## config.mk

```make
export PLATFORM = sky130hd
export DESIGN_NAME = fdtd_mem_ctrl
export DESIGN_NICKNAME = d
export VERILOG_FILES = /design/src/fdtd_pkg.sv /design/src/mem_xfer_if.sv /design/src/fdtd_mem_ctrl.sv /design/src/irq_ctrl.sv /design/src/fdtd_sequencer.sv /design/src/field_addr_gen.sv /design/src/axi_wr_engine.sv /design/src/axi_rd_engine.sv
export SDC_FILE = /design/constraint.sdc
export NUM_CORES = 1
export LEC_CHECK = 0
export BUFFER_PORTS_ARGS = -buffer_cell sky130_fd_sc_hd__buf_2
export CORE_MARGIN = 2
export CORE_UTILIZATION = 45
export CTS_BUF_LIST = sky130_fd_sc_hd__clkbuf_8
export CTS_CLUSTER_SIZE = 20
export DETAILED_ROUTE_END_ITERATION = 12
export PLACE_DENSITY = 0.71
export SLEW_MARGIN = 20
export SYNTH_ARGS = -nofsm -noshare
export SYNTH_HDL_FRONTEND = slang
export SYNTH_HIERARCHICAL = 1
export SYNTH_SLANG_ARGS = --single-unit
```

## constraint.sdc

```tcl
create_clock -name ACLK -period 12.71 [get_ports ACLK]
set_clock_uncertainty 0.1 [all_clocks]
set_input_delay 0.6355 -clock ACLK [delete_from_list [all_inputs] [get_ports ACLK]]
set_output_delay 0.6355 -clock ACLK [all_outputs]
set_load 0.01 [all_outputs]
```

## src/fdtd_pkg.sv

```systemverilog
package fdtd_pkg;

    ////////////////////////////////////////////////////////////
    // field word and bus widths
    ////////////////////////////////////////////////////////////
    localparam int DATA_W      = 32;
    localparam int ADDR_W      = 32;
    localparam int SIZE_W      = 16;

    // one block of field words per AXI burst
    localparam int BURST_LEN   = 8;
    localparam int WORD_BYTES  = DATA_W / 8;
    localparam int BURST_BYTES = BURST_LEN * WORD_BYTES;
    localparam int BEAT_W      = $clog2(BURST_LEN);

    // fixed AXI attributes
    localparam logic [7:0]          AXI_LEN        = 8'(BURST_LEN - 1);
    localparam logic [2:0]          AXI_SIZE       = 3'($clog2(WORD_BYTES));
    localparam logic [1:0]          AXI_BURST_INCR = 2'b01;
    localparam logic [WORD_BYTES-1:0] AXI_STRB_ALL = '1;

    ////////////////////////////////////////////////////////////
    // data types
    ////////////////////////////////////////////////////////////
    typedef logic [DATA_W-1:0] data_t;
    typedef logic [ADDR_W-1:0] addr_t;
    typedef logic [SIZE_W-1:0] size_t;

    // which field is streamed or updated
    typedef enum logic
    {
        FIELD_HY,
        FIELD_EZ
    } field_e;

    // block sequencer phases
    typedef enum logic [2:0]
    {
        S_IDLE,
        S_RD_HY,
        S_RD_EZ,
        S_CALC_REQ,
        S_CALC_REL,
        S_WR,
        S_NEXT
    } seq_state_e;

endpackage
```

## src/mem_xfer_if.sv

```systemverilog
`timescale 1ns/10ps

interface mem_xfer_if;
    import fdtd_pkg::*;

    // four-phase request from the sequencer
    logic  req;
    logic  ack;
    addr_t addr;

    // one pulse per word moved, with its data
    logic  beat;
    data_t data;

    modport ctrl
    (
        output req,
        output addr,
        input  ack
    );

    modport rd
    (
        input  req,
        input  addr,
        output ack,
        output beat,
        output data
    );

    modport wr
    (
        input  req,
        input  addr,
        input  data,
        output ack,
        output beat
    );

endinterface

```

## src/fdtd_mem_ctrl.sv

```systemverilog
`timescale 1ns/10ps

module fdtd_mem_ctrl
(
    input  logic                          ACLK,
    input  logic                          ARESETn,

    // host
    input  logic                          trigger_i,
    input  fdtd_pkg::field_e              update_field_i,
    input  fdtd_pkg::addr_t               hy_base_i,
    input  fdtd_pkg::addr_t               ez_base_i,
    input  fdtd_pkg::size_t               size_i,
    input  logic                          int_en_i,
    input  logic                          int_clr_i,
    output logic                          busy_o,
    output logic                          int_o,
    output logic                          int_pending_o,

    // compute engine
    output logic                          calc_req_o,
    input  logic                          calc_ack_i,
    output logic                          rd_valid_o,
    output fdtd_pkg::field_e              rd_field_o,
    output fdtd_pkg::data_t               rd_data_o,
    output logic                          wr_pop_o,
    input  fdtd_pkg::data_t               wr_data_i,

    // AXI read channels
    output fdtd_pkg::addr_t               ar_addr_o,
    output logic [7:0]                    ar_len_o,
    output logic [2:0]                    ar_size_o,
    output logic [1:0]                    ar_burst_o,
    output logic                          ar_valid_o,
    input  logic                          ar_ready_i,
    input  fdtd_pkg::data_t               r_data_i,
    input  logic                          r_last_i,
    input  logic                          r_valid_i,
    output logic                          r_ready_o,

    // AXI write channels
    output fdtd_pkg::addr_t               aw_addr_o,
    output logic [7:0]                    aw_len_o,
    output logic [2:0]                    aw_size_o,
    output logic [1:0]                    aw_burst_o,
    output logic                          aw_valid_o,
    input  logic                          aw_ready_i,
    output fdtd_pkg::data_t               w_data_o,
    output logic [fdtd_pkg::DATA_W/8-1:0] w_strb_o,
    output logic                          w_last_o,
    output logic                          w_valid_o,
    input  logic                          w_ready_i,
    // response code is not checked
    input  logic [1:0]                    b_resp_i,
    input  logic                          b_valid_i,
    output logic                          b_ready_o
);
    import fdtd_pkg::*;

    mem_xfer_if rd_xfer ();
    mem_xfer_if wr_xfer ();

    addr_t hy_addr;
    addr_t ez_addr;
    logic  last_block;
    logic  load;
    logic  advance;

    ////////////////////////////////////////////////////////////
    // compute side streams and fixed AXI attributes
    ////////////////////////////////////////////////////////////
    assign rd_valid_o   = rd_xfer.beat;
    assign rd_data_o    = rd_xfer.data;
    assign wr_pop_o     = wr_xfer.beat;
    assign wr_xfer.data = wr_data_i;

    assign ar_len_o     = AXI_LEN;
    assign ar_size_o    = AXI_SIZE;
    assign ar_burst_o   = AXI_BURST_INCR;
    assign aw_len_o     = AXI_LEN;
    assign aw_size_o    = AXI_SIZE;
    assign aw_burst_o   = AXI_BURST_INCR;
    assign w_strb_o     = AXI_STRB_ALL;

    fdtd_sequencer i_sequencer
    (
        .ACLK           ( ACLK           ),
        .ARESETn        ( ARESETn        ),
        .trigger_i      ( trigger_i      ),
        .update_field_i ( update_field_i ),
        .calc_ack_i     ( calc_ack_i     ),
        .hy_addr_i      ( hy_addr        ),
        .ez_addr_i      ( ez_addr        ),
        .last_block_i   ( last_block     ),
        .calc_req_o     ( calc_req_o     ),
        .busy_o         ( busy_o         ),
        .rd_field_o     ( rd_field_o     ),
        .load_o         ( load           ),
        .advance_o      ( advance        ),
        .rd_xfer        ( rd_xfer.ctrl   ),
        .wr_xfer        ( wr_xfer.ctrl   )
    );

    field_addr_gen i_addr_gen
    (
        .ACLK         ( ACLK       ),
        .ARESETn      ( ARESETn    ),
        .load_i       ( load       ),
        .advance_i    ( advance    ),
        .hy_base_i    ( hy_base_i  ),
        .ez_base_i    ( ez_base_i  ),
        .size_i       ( size_i     ),
        .hy_addr_o    ( hy_addr    ),
        .ez_addr_o    ( ez_addr    ),
        .last_block_o ( last_block )
    );

    axi_rd_engine i_rd_engine
    (
        .ACLK       ( ACLK       ),
        .ARESETn    ( ARESETn    ),
        .xfer       ( rd_xfer.rd ),
        .ar_addr_o  ( ar_addr_o  ),
        .ar_valid_o ( ar_valid_o ),
        .ar_ready_i ( ar_ready_i ),
        .r_data_i   ( r_data_i   ),
        .r_last_i   ( r_last_i   ),
        .r_valid_i  ( r_valid_i  ),
        .r_ready_o  ( r_ready_o  )
    );

    axi_wr_engine i_wr_engine
    (
        .ACLK       ( ACLK       ),
        .ARESETn    ( ARESETn    ),
        .xfer       ( wr_xfer.wr ),
        .aw_addr_o  ( aw_addr_o  ),
        .aw_valid_o ( aw_valid_o ),
        .aw_ready_i ( aw_ready_i ),
        .w_data_o   ( w_data_o   ),
        .w_last_o   ( w_last_o   ),
        .w_valid_o  ( w_valid_o  ),
        .w_ready_i  ( w_ready_i  ),
        .b_valid_i  ( b_valid_i  ),
        .b_ready_o  ( b_ready_o  )
    );

    irq_ctrl i_irq_ctrl
    (
        .ACLK          ( ACLK          ),
        .ARESETn       ( ARESETn       ),
        .busy_i        ( busy_o        ),
        .int_en_i      ( int_en_i      ),
        .int_clr_i     ( int_clr_i     ),
        .int_pending_o ( int_pending_o ),
        .int_o         ( int_o         )
    );

endmodule

```

## src/irq_ctrl.sv

```systemverilog
`timescale 1ns/10ps

module irq_ctrl
(
    input  logic ACLK,
    input  logic ARESETn,

    input  logic busy_i,
    input  logic int_en_i,
    input  logic int_clr_i,

    output logic int_pending_o,
    output logic int_o
);

    logic busy_q;

    always_ff @(posedge ACLK, negedge ARESETn)
    begin
        if (~ARESETn)
            busy_q <= 1'b0;
        else
            busy_q <= busy_i;
    end

    // clear has priority over the busy falling edge
    always_ff @(posedge ACLK, negedge ARESETn)
    begin
        if (~ARESETn)
            int_pending_o <= 1'b0;
        else if (int_clr_i)
            int_pending_o <= 1'b0;
        else if (busy_q && !busy_i)
            int_pending_o <= 1'b1;
    end

    assign int_o = int_en_i & int_pending_o;

endmodule

```

## src/fdtd_sequencer.sv

```systemverilog
`timescale 1ns/10ps

module fdtd_sequencer
(
    input  logic             ACLK,
    input  logic             ARESETn,

    input  logic             trigger_i,
    input  fdtd_pkg::field_e update_field_i,
    input  logic             calc_ack_i,

    input  fdtd_pkg::addr_t  hy_addr_i,
    input  fdtd_pkg::addr_t  ez_addr_i,
    input  logic             last_block_i,

    output logic             calc_req_o,
    output logic             busy_o,
    output fdtd_pkg::field_e rd_field_o,
    output logic             load_o,
    output logic             advance_o,

    mem_xfer_if.ctrl         rd_xfer,
    mem_xfer_if.ctrl         wr_xfer
);
    import fdtd_pkg::*;

    seq_state_e state;
    field_e     field_q;

    // req released after the engine ack until the ack drops
    logic       phase_rel;
    logic       xfer_ack;

    assign xfer_ack = (state == S_WR) ? wr_xfer.ack : rd_xfer.ack;

    ////////////////////////////////////////////////////////////
    // phase state machine
    ////////////////////////////////////////////////////////////
    always_ff @(posedge ACLK, negedge ARESETn)
    begin
        if (~ARESETn)
        begin
            state     <= S_IDLE;
            field_q   <= FIELD_HY;
            phase_rel <= 1'b0;
        end
        else
        begin
            case (state)
                S_IDLE:
                    if (trigger_i)
                    begin
                        field_q <= update_field_i;
                        state   <= S_RD_HY;
                    end

                S_RD_HY, S_RD_EZ, S_WR:
                begin
                    if (!phase_rel && xfer_ack)
                        phase_rel <= 1'b1;
                    else if (phase_rel && !xfer_ack)
                    begin
                        phase_rel <= 1'b0;
                        if (state == S_RD_HY)
                            state <= S_RD_EZ;
                        else if (state == S_RD_EZ)
                            state <= S_CALC_REQ;
                        else if (last_block_i)
                            state <= S_IDLE;
                        else
                            state <= S_NEXT;
                    end
                end

                // compute engine handshake
                S_CALC_REQ:
                    if (calc_ack_i)
                        state <= S_CALC_REL;
                S_CALC_REL:
                    if (!calc_ack_i)
                        state <= S_WR;

                S_NEXT:
                    state <= S_RD_HY;

                default:
                    state <= S_IDLE;
            endcase
        end
    end

    ////////////////////////////////////////////////////////////
    // requests and addresses
    ////////////////////////////////////////////////////////////
    assign rd_xfer.req  = (state == S_RD_HY || state == S_RD_EZ) && !phase_rel;
    assign rd_xfer.addr = (state == S_RD_EZ) ? ez_addr_i : hy_addr_i;

    // write back to whichever field is being updated
    assign wr_xfer.req  = (state == S_WR) && !phase_rel;
    assign wr_xfer.addr = (field_q == FIELD_HY) ? hy_addr_i : ez_addr_i;

    assign calc_req_o   = (state == S_CALC_REQ);
    assign busy_o       = (state != S_IDLE);
    assign rd_field_o   = (state == S_RD_EZ) ? FIELD_EZ : FIELD_HY;

    assign load_o       = (state == S_IDLE) && trigger_i;
    assign advance_o    = (state == S_NEXT);

endmodule

```

## src/field_addr_gen.sv

```systemverilog
`timescale 1ns/10ps

module field_addr_gen
(
    input  logic            ACLK,
    input  logic            ARESETn,

    input  logic            load_i,
    input  logic            advance_i,

    input  fdtd_pkg::addr_t hy_base_i,
    input  fdtd_pkg::addr_t ez_base_i,
    input  fdtd_pkg::size_t size_i,

    output fdtd_pkg::addr_t hy_addr_o,
    output fdtd_pkg::addr_t ez_addr_o,
    output logic            last_block_o
);
    import fdtd_pkg::*;

    // words still to be processed, current block included
    size_t remain_q;

    always_ff @(posedge ACLK, negedge ARESETn)
    begin
        if (~ARESETn)
        begin
            hy_addr_o <= '0;
            ez_addr_o <= '0;
            remain_q  <= '0;
        end
        else if (load_i)
        begin
            hy_addr_o <= hy_base_i;
            ez_addr_o <= ez_base_i;
            remain_q  <= size_i;
        end
        else if (advance_i)
        begin
            // both fields step together, one block at a time
            hy_addr_o <= hy_addr_o + addr_t'(BURST_BYTES);
            ez_addr_o <= ez_addr_o + addr_t'(BURST_BYTES);
            remain_q  <= remain_q - size_t'(BURST_LEN);
        end
    end

    assign last_block_o = (remain_q == size_t'(BURST_LEN));

endmodule

```

## src/axi_wr_engine.sv

```systemverilog
`timescale 1ns/10ps

module axi_wr_engine
(
    input  logic            ACLK,
    input  logic            ARESETn,

    mem_xfer_if.wr          xfer,

    output fdtd_pkg::addr_t aw_addr_o,
    output logic            aw_valid_o,
    input  logic            aw_ready_i,

    output fdtd_pkg::data_t w_data_o,
    output logic            w_last_o,
    output logic            w_valid_o,
    input  logic            w_ready_i,

    input  logic            b_valid_i,
    output logic            b_ready_o
);
    import fdtd_pkg::*;

    typedef enum logic [2:0]
    {
        WR_IDLE,
        WR_ADDR,
        WR_DATA,
        WR_RESP,
        WR_ACK
    } wr_state_e;

    wr_state_e         state;
    addr_t             addr_q;
    logic [BEAT_W-1:0] beat_cnt;
    logic              w_hs;

    always_ff @(posedge ACLK)
    begin
        if (state == WR_IDLE && xfer.req)
            addr_q <= xfer.addr;
    end

    always_ff @(posedge ACLK, negedge ARESETn)
    begin
        if (~ARESETn)
            state <= WR_IDLE;
        else
        begin
            case (state)
                WR_IDLE:
                    if (xfer.req)
                        state <= WR_ADDR;
                WR_ADDR:
                    if (aw_ready_i)
                        state <= WR_DATA;
                WR_DATA:
                    if (w_hs && w_last_o)
                        state <= WR_RESP;
                WR_RESP:
                    if (b_valid_i)
                        state <= WR_ACK;
                WR_ACK:
                    if (!xfer.req)
                        state <= WR_IDLE;
                default:
                    state <= WR_IDLE;
            endcase
        end
    end

    // beat index within the burst
    always_ff @(posedge ACLK, negedge ARESETn)
    begin
        if (~ARESETn)
            beat_cnt <= '0;
        else if (state == WR_IDLE)
            beat_cnt <= '0;
        else if (w_hs)
            beat_cnt <= beat_cnt + 1'b1;
    end

    assign aw_addr_o  = addr_q;
    assign aw_valid_o = (state == WR_ADDR);

    // compute side presents the next word until it is popped
    assign w_data_o   = xfer.data;
    assign w_valid_o  = (state == WR_DATA);
    assign w_last_o   = (beat_cnt == BEAT_W'(BURST_LEN - 1));
    assign w_hs       = w_valid_o & w_ready_i;

    assign b_ready_o  = (state == WR_RESP);

    assign xfer.beat  = w_hs;
    assign xfer.ack   = (state == WR_ACK);

endmodule

```

## src/axi_rd_engine.sv

```systemverilog
`timescale 1ns/10ps

module axi_rd_engine
(
    input  logic            ACLK,
    input  logic            ARESETn,

    mem_xfer_if.rd          xfer,

    output fdtd_pkg::addr_t ar_addr_o,
    output logic            ar_valid_o,
    input  logic            ar_ready_i,

    input  fdtd_pkg::data_t r_data_i,
    input  logic            r_last_i,
    input  logic            r_valid_i,
    output logic            r_ready_o
);
    import fdtd_pkg::*;

    typedef enum logic [1:0]
    {
        RD_IDLE,
        RD_ADDR,
        RD_DATA,
        RD_ACK
    } rd_state_e;

    rd_state_e state;
    addr_t     addr_q;
    logic      r_hs;

    // burst address taken when the request is seen
    always_ff @(posedge ACLK)
    begin
        if (state == RD_IDLE && xfer.req)
            addr_q <= xfer.addr;
    end

    always_ff @(posedge ACLK, negedge ARESETn)
    begin
        if (~ARESETn)
            state <= RD_IDLE;
        else
        begin
            case (state)
                RD_IDLE:
                    if (xfer.req)
                        state <= RD_ADDR;
                RD_ADDR:
                    if (ar_ready_i)
                        state <= RD_DATA;
                RD_DATA:
                    if (r_hs && r_last_i)
                        state <= RD_ACK;
                // hold ack until the sequencer lets go
                RD_ACK:
                    if (!xfer.req)
                        state <= RD_IDLE;
                default:
                    state <= RD_IDLE;
            endcase
        end
    end

    assign ar_addr_o  = addr_q;
    assign ar_valid_o = (state == RD_ADDR);
    assign r_ready_o  = (state == RD_DATA);
    assign r_hs       = r_valid_i & r_ready_o;

    // every accepted R beat goes straight to the compute side
    assign xfer.beat  = r_hs;
    assign xfer.data  = r_data_i;
    assign xfer.ack   = (state == RD_ACK);

endmodule

```

==> results.md <==
Clock tree:
- The clock tree root buffer cell is sky130_fd_sc_hd__clkbuf_8.
- The number of gates resized after CTS was 0.
- In this run the deepest clock path goes through 2 buffers.
- Clock latency on the worst-skew pair, taken at its later pin, is about 0.45 ns.
- The total number of H-tree levels is 4.
- The clock-pin slew on the worst setup and hold paths is 0.09 ns.
- The total CTS buffers is 17.
- Hold repair after CTS inserted 0 buffers.
- TritonCTS built the clock tree.
- The clock net in this run drives a total of 159 sinks.
- The number of post-CTS setup repair buffers is 0.

Synth:
- Yosys printed 6 warnings.
- The proportion of register bits with asynchronous set or reset after synthesis is 59.7%.
- In the synthesized netlist, the cells that appear most often are sky130_fd_sc_hd__buf_4 (95), sky130_fd_sc_hd__dfrtp_1 (95), sky130_fd_sc_hd__mux2_2 (80).
- The portion of the post-synthesis area used by sequential elements is between 40% and 50%.
- The synthesized design spends more area on one cell type than any other, namely sky130_fd_sc_hd__dfrtp_1.
- The count of flip-flops with a built-in enable after synthesis is 64.
- The post-synthesis register bit count is 159.
- The cell count after synthesis came out at 795.
- A synthesized cell averages approximately 11 µm².
- The commonest register cell after synthesis is sky130_fd_sc_hd__dfrtp_1.
- The number of library cell types mapped by synthesis is between 60 and 70.
- The top-area cell type share of the netlist area is 27.2%.
- Ranked by total cell area, the synthesized netlist is headed by sky130_fd_sc_hd__dfrtp_1 (27%), sky130_fd_sc_hd__edfxtp_1 (22%), sky130_fd_sc_hd__mux2_2 (10%).
- The cell area that synthesis handed to floorplanning was a little under 9000 µm².

Pwr:
- The power after layout is 0.00206 W.
- The combinational power share is between 30% and 40%.
- The power density relative to cell area is between 200 and 250 nW/µm².
- The leakage power is roughly 3.8 nW.
- The part of the power in registers is 48.9%.
- The clock network burns about 16% of the power.
- IR analysis of the VDD net gives a maximum drop of 0.119 mV.
- In this run switching power makes up between 30% and 40% of total power.
- The switching power of the nets is 0.000784 W.
- The internal portion of the total power is between 0.001 and 0.0015 W.

Global route:
- Global routing finished with a remaining overflow of 0.
- The first global-routing pass estimated 31300 µm of wire.
- The initial antenna violation count is 0.
- Entering global routing, the biggest net connects roughly 110 pins.
- In the global route stage, overall resource usage came out at between 10% and 20%.
- The number of global-route vias before repair came to between 5000 and 6000.

Drt:
- The total wire length after detailed routing is slightly above 20000 µm.
- The met2 wire length is roughly 10000 µm.
- The initial detailed-routing violation count is between 200 and 300.
- The routed design uses between 1000 and 1500 µm of met3 wire.
- The via count of the routed design is around 6100.
- In the final routing, the length of wire on met1 measures ~8400 µm.
- In this run the top signal layer used is met4.
- The remaining number of nets flagged by the antenna check after routing is 0.
- The final routed DRC violation total is 0.
- In the routed layout, each cell is associated on average with a via count of approximately 5.3.
- For this run, the detailed router's first-pass iteration total came to 4.
- Dividing the detail-routed wire length by the instance count gives ~18 µm.

Final layout:
- In the final layout, the share of cells above drive strength 1 is 34.1%.
- The count of antenna diodes in the layout is 0.
- Summing all multi-input logic gate instances after layout gives about 3600 µm².
- The fill cell instance count of the final layout is 1789.
- Relative to the synthesized area, the layout overhead comes to 8.73%.
- For this run, the post-layout net count is approximately 1100.
- Across the whole layout, storage elements account for 4300 µm².
- The post-route non-filler standard cell count is 1152.

STA:
- The max-slew violation count is 0.
- After routing, the total negative slack on setup checks comes to 0 ns.
- After layout, the worst path uses between 20% and 30% of the clock period.
- Setup violations remaining at the end of the flow were counted as 0.
- The highest attainable clock frequency is roughly 0.35 GHz.
- The worst path meets setup with 9.82 ns of slack.
- The number of failing hold endpoints at the final stage came to 0.
- Hold timing on the final database bottoms out at a slack of between 0.05 and 0.06 ns.
- The worst-margin pin slew is ~1 ns.
- In this run the tightest slew margin relative to its limit is between 30% and 40%.
- Setup repair after global routing left no endpoint under its margin.
- The shortest period the worst path allows is 2.89 ns.

Worst setup path:
- The number of cell instances on the worst register-to-register path is 7.
- The maximum fanout encountered on the critical timing path is 18.
- The critical register-to-register path endpoint is i_addr_gen/ez_addr_o[28]$_DFFE_PN0N_.
- The setup path with the least slack is of type reg2reg.
- The signal arrival time at the worst endpoint is roughly 3.2 ns.
- STA classifies the critical path endpoint as a flop.
- The worst register-to-register path begins at i_sequencer/state[1]$_DFFE_PN0P_.
- Setup slack on the worst reg-to-reg path comes out at 9.82 ns.
- STA classifies the critical path startpoint as a flop.
- STA puts the critical path data required time at 12.99 ns.

Floorplanning:
- The region available for standard cell placement spans 18900 µm².
- The die width is about 140 µm.
- The area of the die is around 21000 µm².
- For this design the top-level I/O count stands at 330.
- Row generation in the floorplan step produced 50 rows.
- The starting density of the core is a little under half.
- The vertical extent of the die is around 140 µm.

Outcome:
- The run finished with clean final reports.

Hold path:
- The worst hold path class is in2async.

Placement:
- The number of placed instances with taps included is 1120.
- The detailed placer's ending HPWL is around 14000 µm.
- The worst setup slack before clock tree synthesis is 9.84 ns.
- Buffers placed on the I/O ports in this run total roughly 170.
- The congestion estimate from routability-driven global placement came to about 0.84.

Job:
- The tool flagged a number of max-cap violations equal to 0.
-- layer usage --
layer	vias up	GRT usage [%]
met5	-	0
met4	0	5.52
met3	29	5.13
met2	214	34.2
met1	2919	24.9
li1	2918	-
-- final cells by class --
type,instances,share of cell area [%]
multi-input combinational,514,37.7
timing repair buffer,174,9.34
clock buffer,17,2.47
tap,260,3.43
inverter,13,0.514
sequential,159,45.3
clock inverter,15,1.21
-- state kept, by name, summed over array words and instances (netlist names) --
register and cells:
i_addr_gen/ez_addr_o 32, i_addr_gen/hy_addr_o 32, i_addr_gen/remain_q 16, i_irq_ctrl/busy_q 1, i_irq_ctrl/int_pending_o 1, i_rd_engine/ar_addr_o 32
i_rd_engine/state 2, i_sequencer/field_q 1, i_sequencer/phase_rel 1, i_sequencer/state 3, i_wr_engine/aw_addr_o 32, i_wr_engine/beat_cnt 3
i_wr_engine/state 3
-- metrics by stage --
step / util, % / instance area [µm²]
3_3_place_gp: 48.4 / 9140
4_1_cts: 50.2 / 9490
2_1_floorplan: - / 8830
3_5_place_dp: 48.4 / 9140
5_1_grt: 50.2 / 9490
6_report: 50.2 / 9490
-- cell usage in the layout, fill, tap and decap left out, types with 4 or more instances in the layout --
cell                         count
sky130_fd_sc_hd__buf_2         168
sky130_fd_sc_hd__dfrtp_1        94
sky130_fd_sc_hd__mux2_2         80
sky130_fd_sc_hd__nand2_1        74
sky130_fd_sc_hd__edfxtp_1       64
sky130_fd_sc_hd__o21ai_0        53
sky130_fd_sc_hd__nor2_1         32
sky130_fd_sc_hd__conb_1         30
sky130_fd_sc_hd__nand4_1        25
sky130_fd_sc_hd__a31oi_1        21
sky130_fd_sc_hd__xor2_1         20
sky130_fd_sc_hd__nand3_1        20
sky130_fd_sc_hd__xnor2_1        19
sky130_fd_sc_hd__clkbuf_8       17
sky130_fd_sc_hd__or4_1          15
sky130_fd_sc_hd__ha_1           12
sky130_fd_sc_hd__o31ai_1        11
sky130_fd_sc_hd__nor3_1         11
sky130_fd_sc_hd__inv_1          11
sky130_fd_sc_hd__and4_1         10
sky130_fd_sc_hd__or3_1          10
sky130_fd_sc_hd__clkinvlp_4      9
sky130_fd_sc_hd__nor2b_1         6
sky130_fd_sc_hd__buf_4           6
sky130_fd_sc_hd__and3_1          5
sky130_fd_sc_hd__and2_1          4
-- critical path: stages, from the launching register on --
cell and delay [ns]:
sky130_fd_sc_hd__dfrtp_1 0.55, sky130_fd_sc_hd__inv_2 0.11, sky130_fd_sc_hd__nor3b_2 0.19, sky130_fd_sc_hd__buf_4 0.27
sky130_fd_sc_hd__and4_1 0.46, sky130_fd_sc_hd__nand4_1 0.44, sky130_fd_sc_hd__or4_1 0.53, sky130_fd_sc_hd__a31oi_1 0.17
-- power groups by stage --
stage,Sequential [W],Combinational [W],Clock [W]
final,0.00101,0.000712,0.000338
after global routing,0.00104,0.000796,0.000371
after CTS,0.00100,0.000718,0.000351
after detailed placement,0.00101,0.000714,0
after global placement,0.00101,0.000693,0
after floorplan,0.000925,0.000611,0
-- cells by family (layout without fill, tap and decap cells) --
group / count (synthesis) / count (layout) / share of synthesized area (%)
adders and majority gates: 12 / 12 / 1.72
buffers and inverters: 150 / 219 / 11.1
xor gates and xnor gates: 39 / 39 / 3.91
and+or+nand+nor: 242 / 242 / 15.2
muxes: 86 / 86 / 11.2
DFF: 159 / 159 / 49.3
AOI/OAI and AO/OA: 105 / 105 / 7.50
other: 2 / 30 / 0.0861
-- worst max path at each step --
stage | from | to | slack (ns) | cells past startpoint
finish | i_sequencer/state[1]$_DFFE_PN0P_ | i_addr_gen/ez_addr_o[28]$_DFFE_PN0N_ | 9.82 | 7
CTS | i_sequencer/state[1]$_DFFE_PN0P_ | i_addr_gen/ez_addr_o[28]$_DFFE_PN0N_ | 9.83 | 7
detailed placement | i_sequencer/state[1]$_DFFE_PN0P_ | i_addr_gen/ez_addr_o[28]$_DFFE_PN0N_ | 9.84 | 7
global placement | i_sequencer/state[1]$_DFFE_PN0P_ | i_addr_gen/ez_addr_o[28]$_DFFE_PN0N_ | 9.86 | 7
floorplan | i_sequencer/state[1]$_DFFE_PN0P_ | i_wr_engine/aw_addr_o[0]$_DFFE_PP_ | 8.01 | 6
global route | i_sequencer/state[1]$_DFFE_PN0P_ | i_addr_gen/ez_addr_o[28]$_DFFE_PN0N_ | 9.57 | 7
No activity file was read; power rests on OpenSTA's default activity.
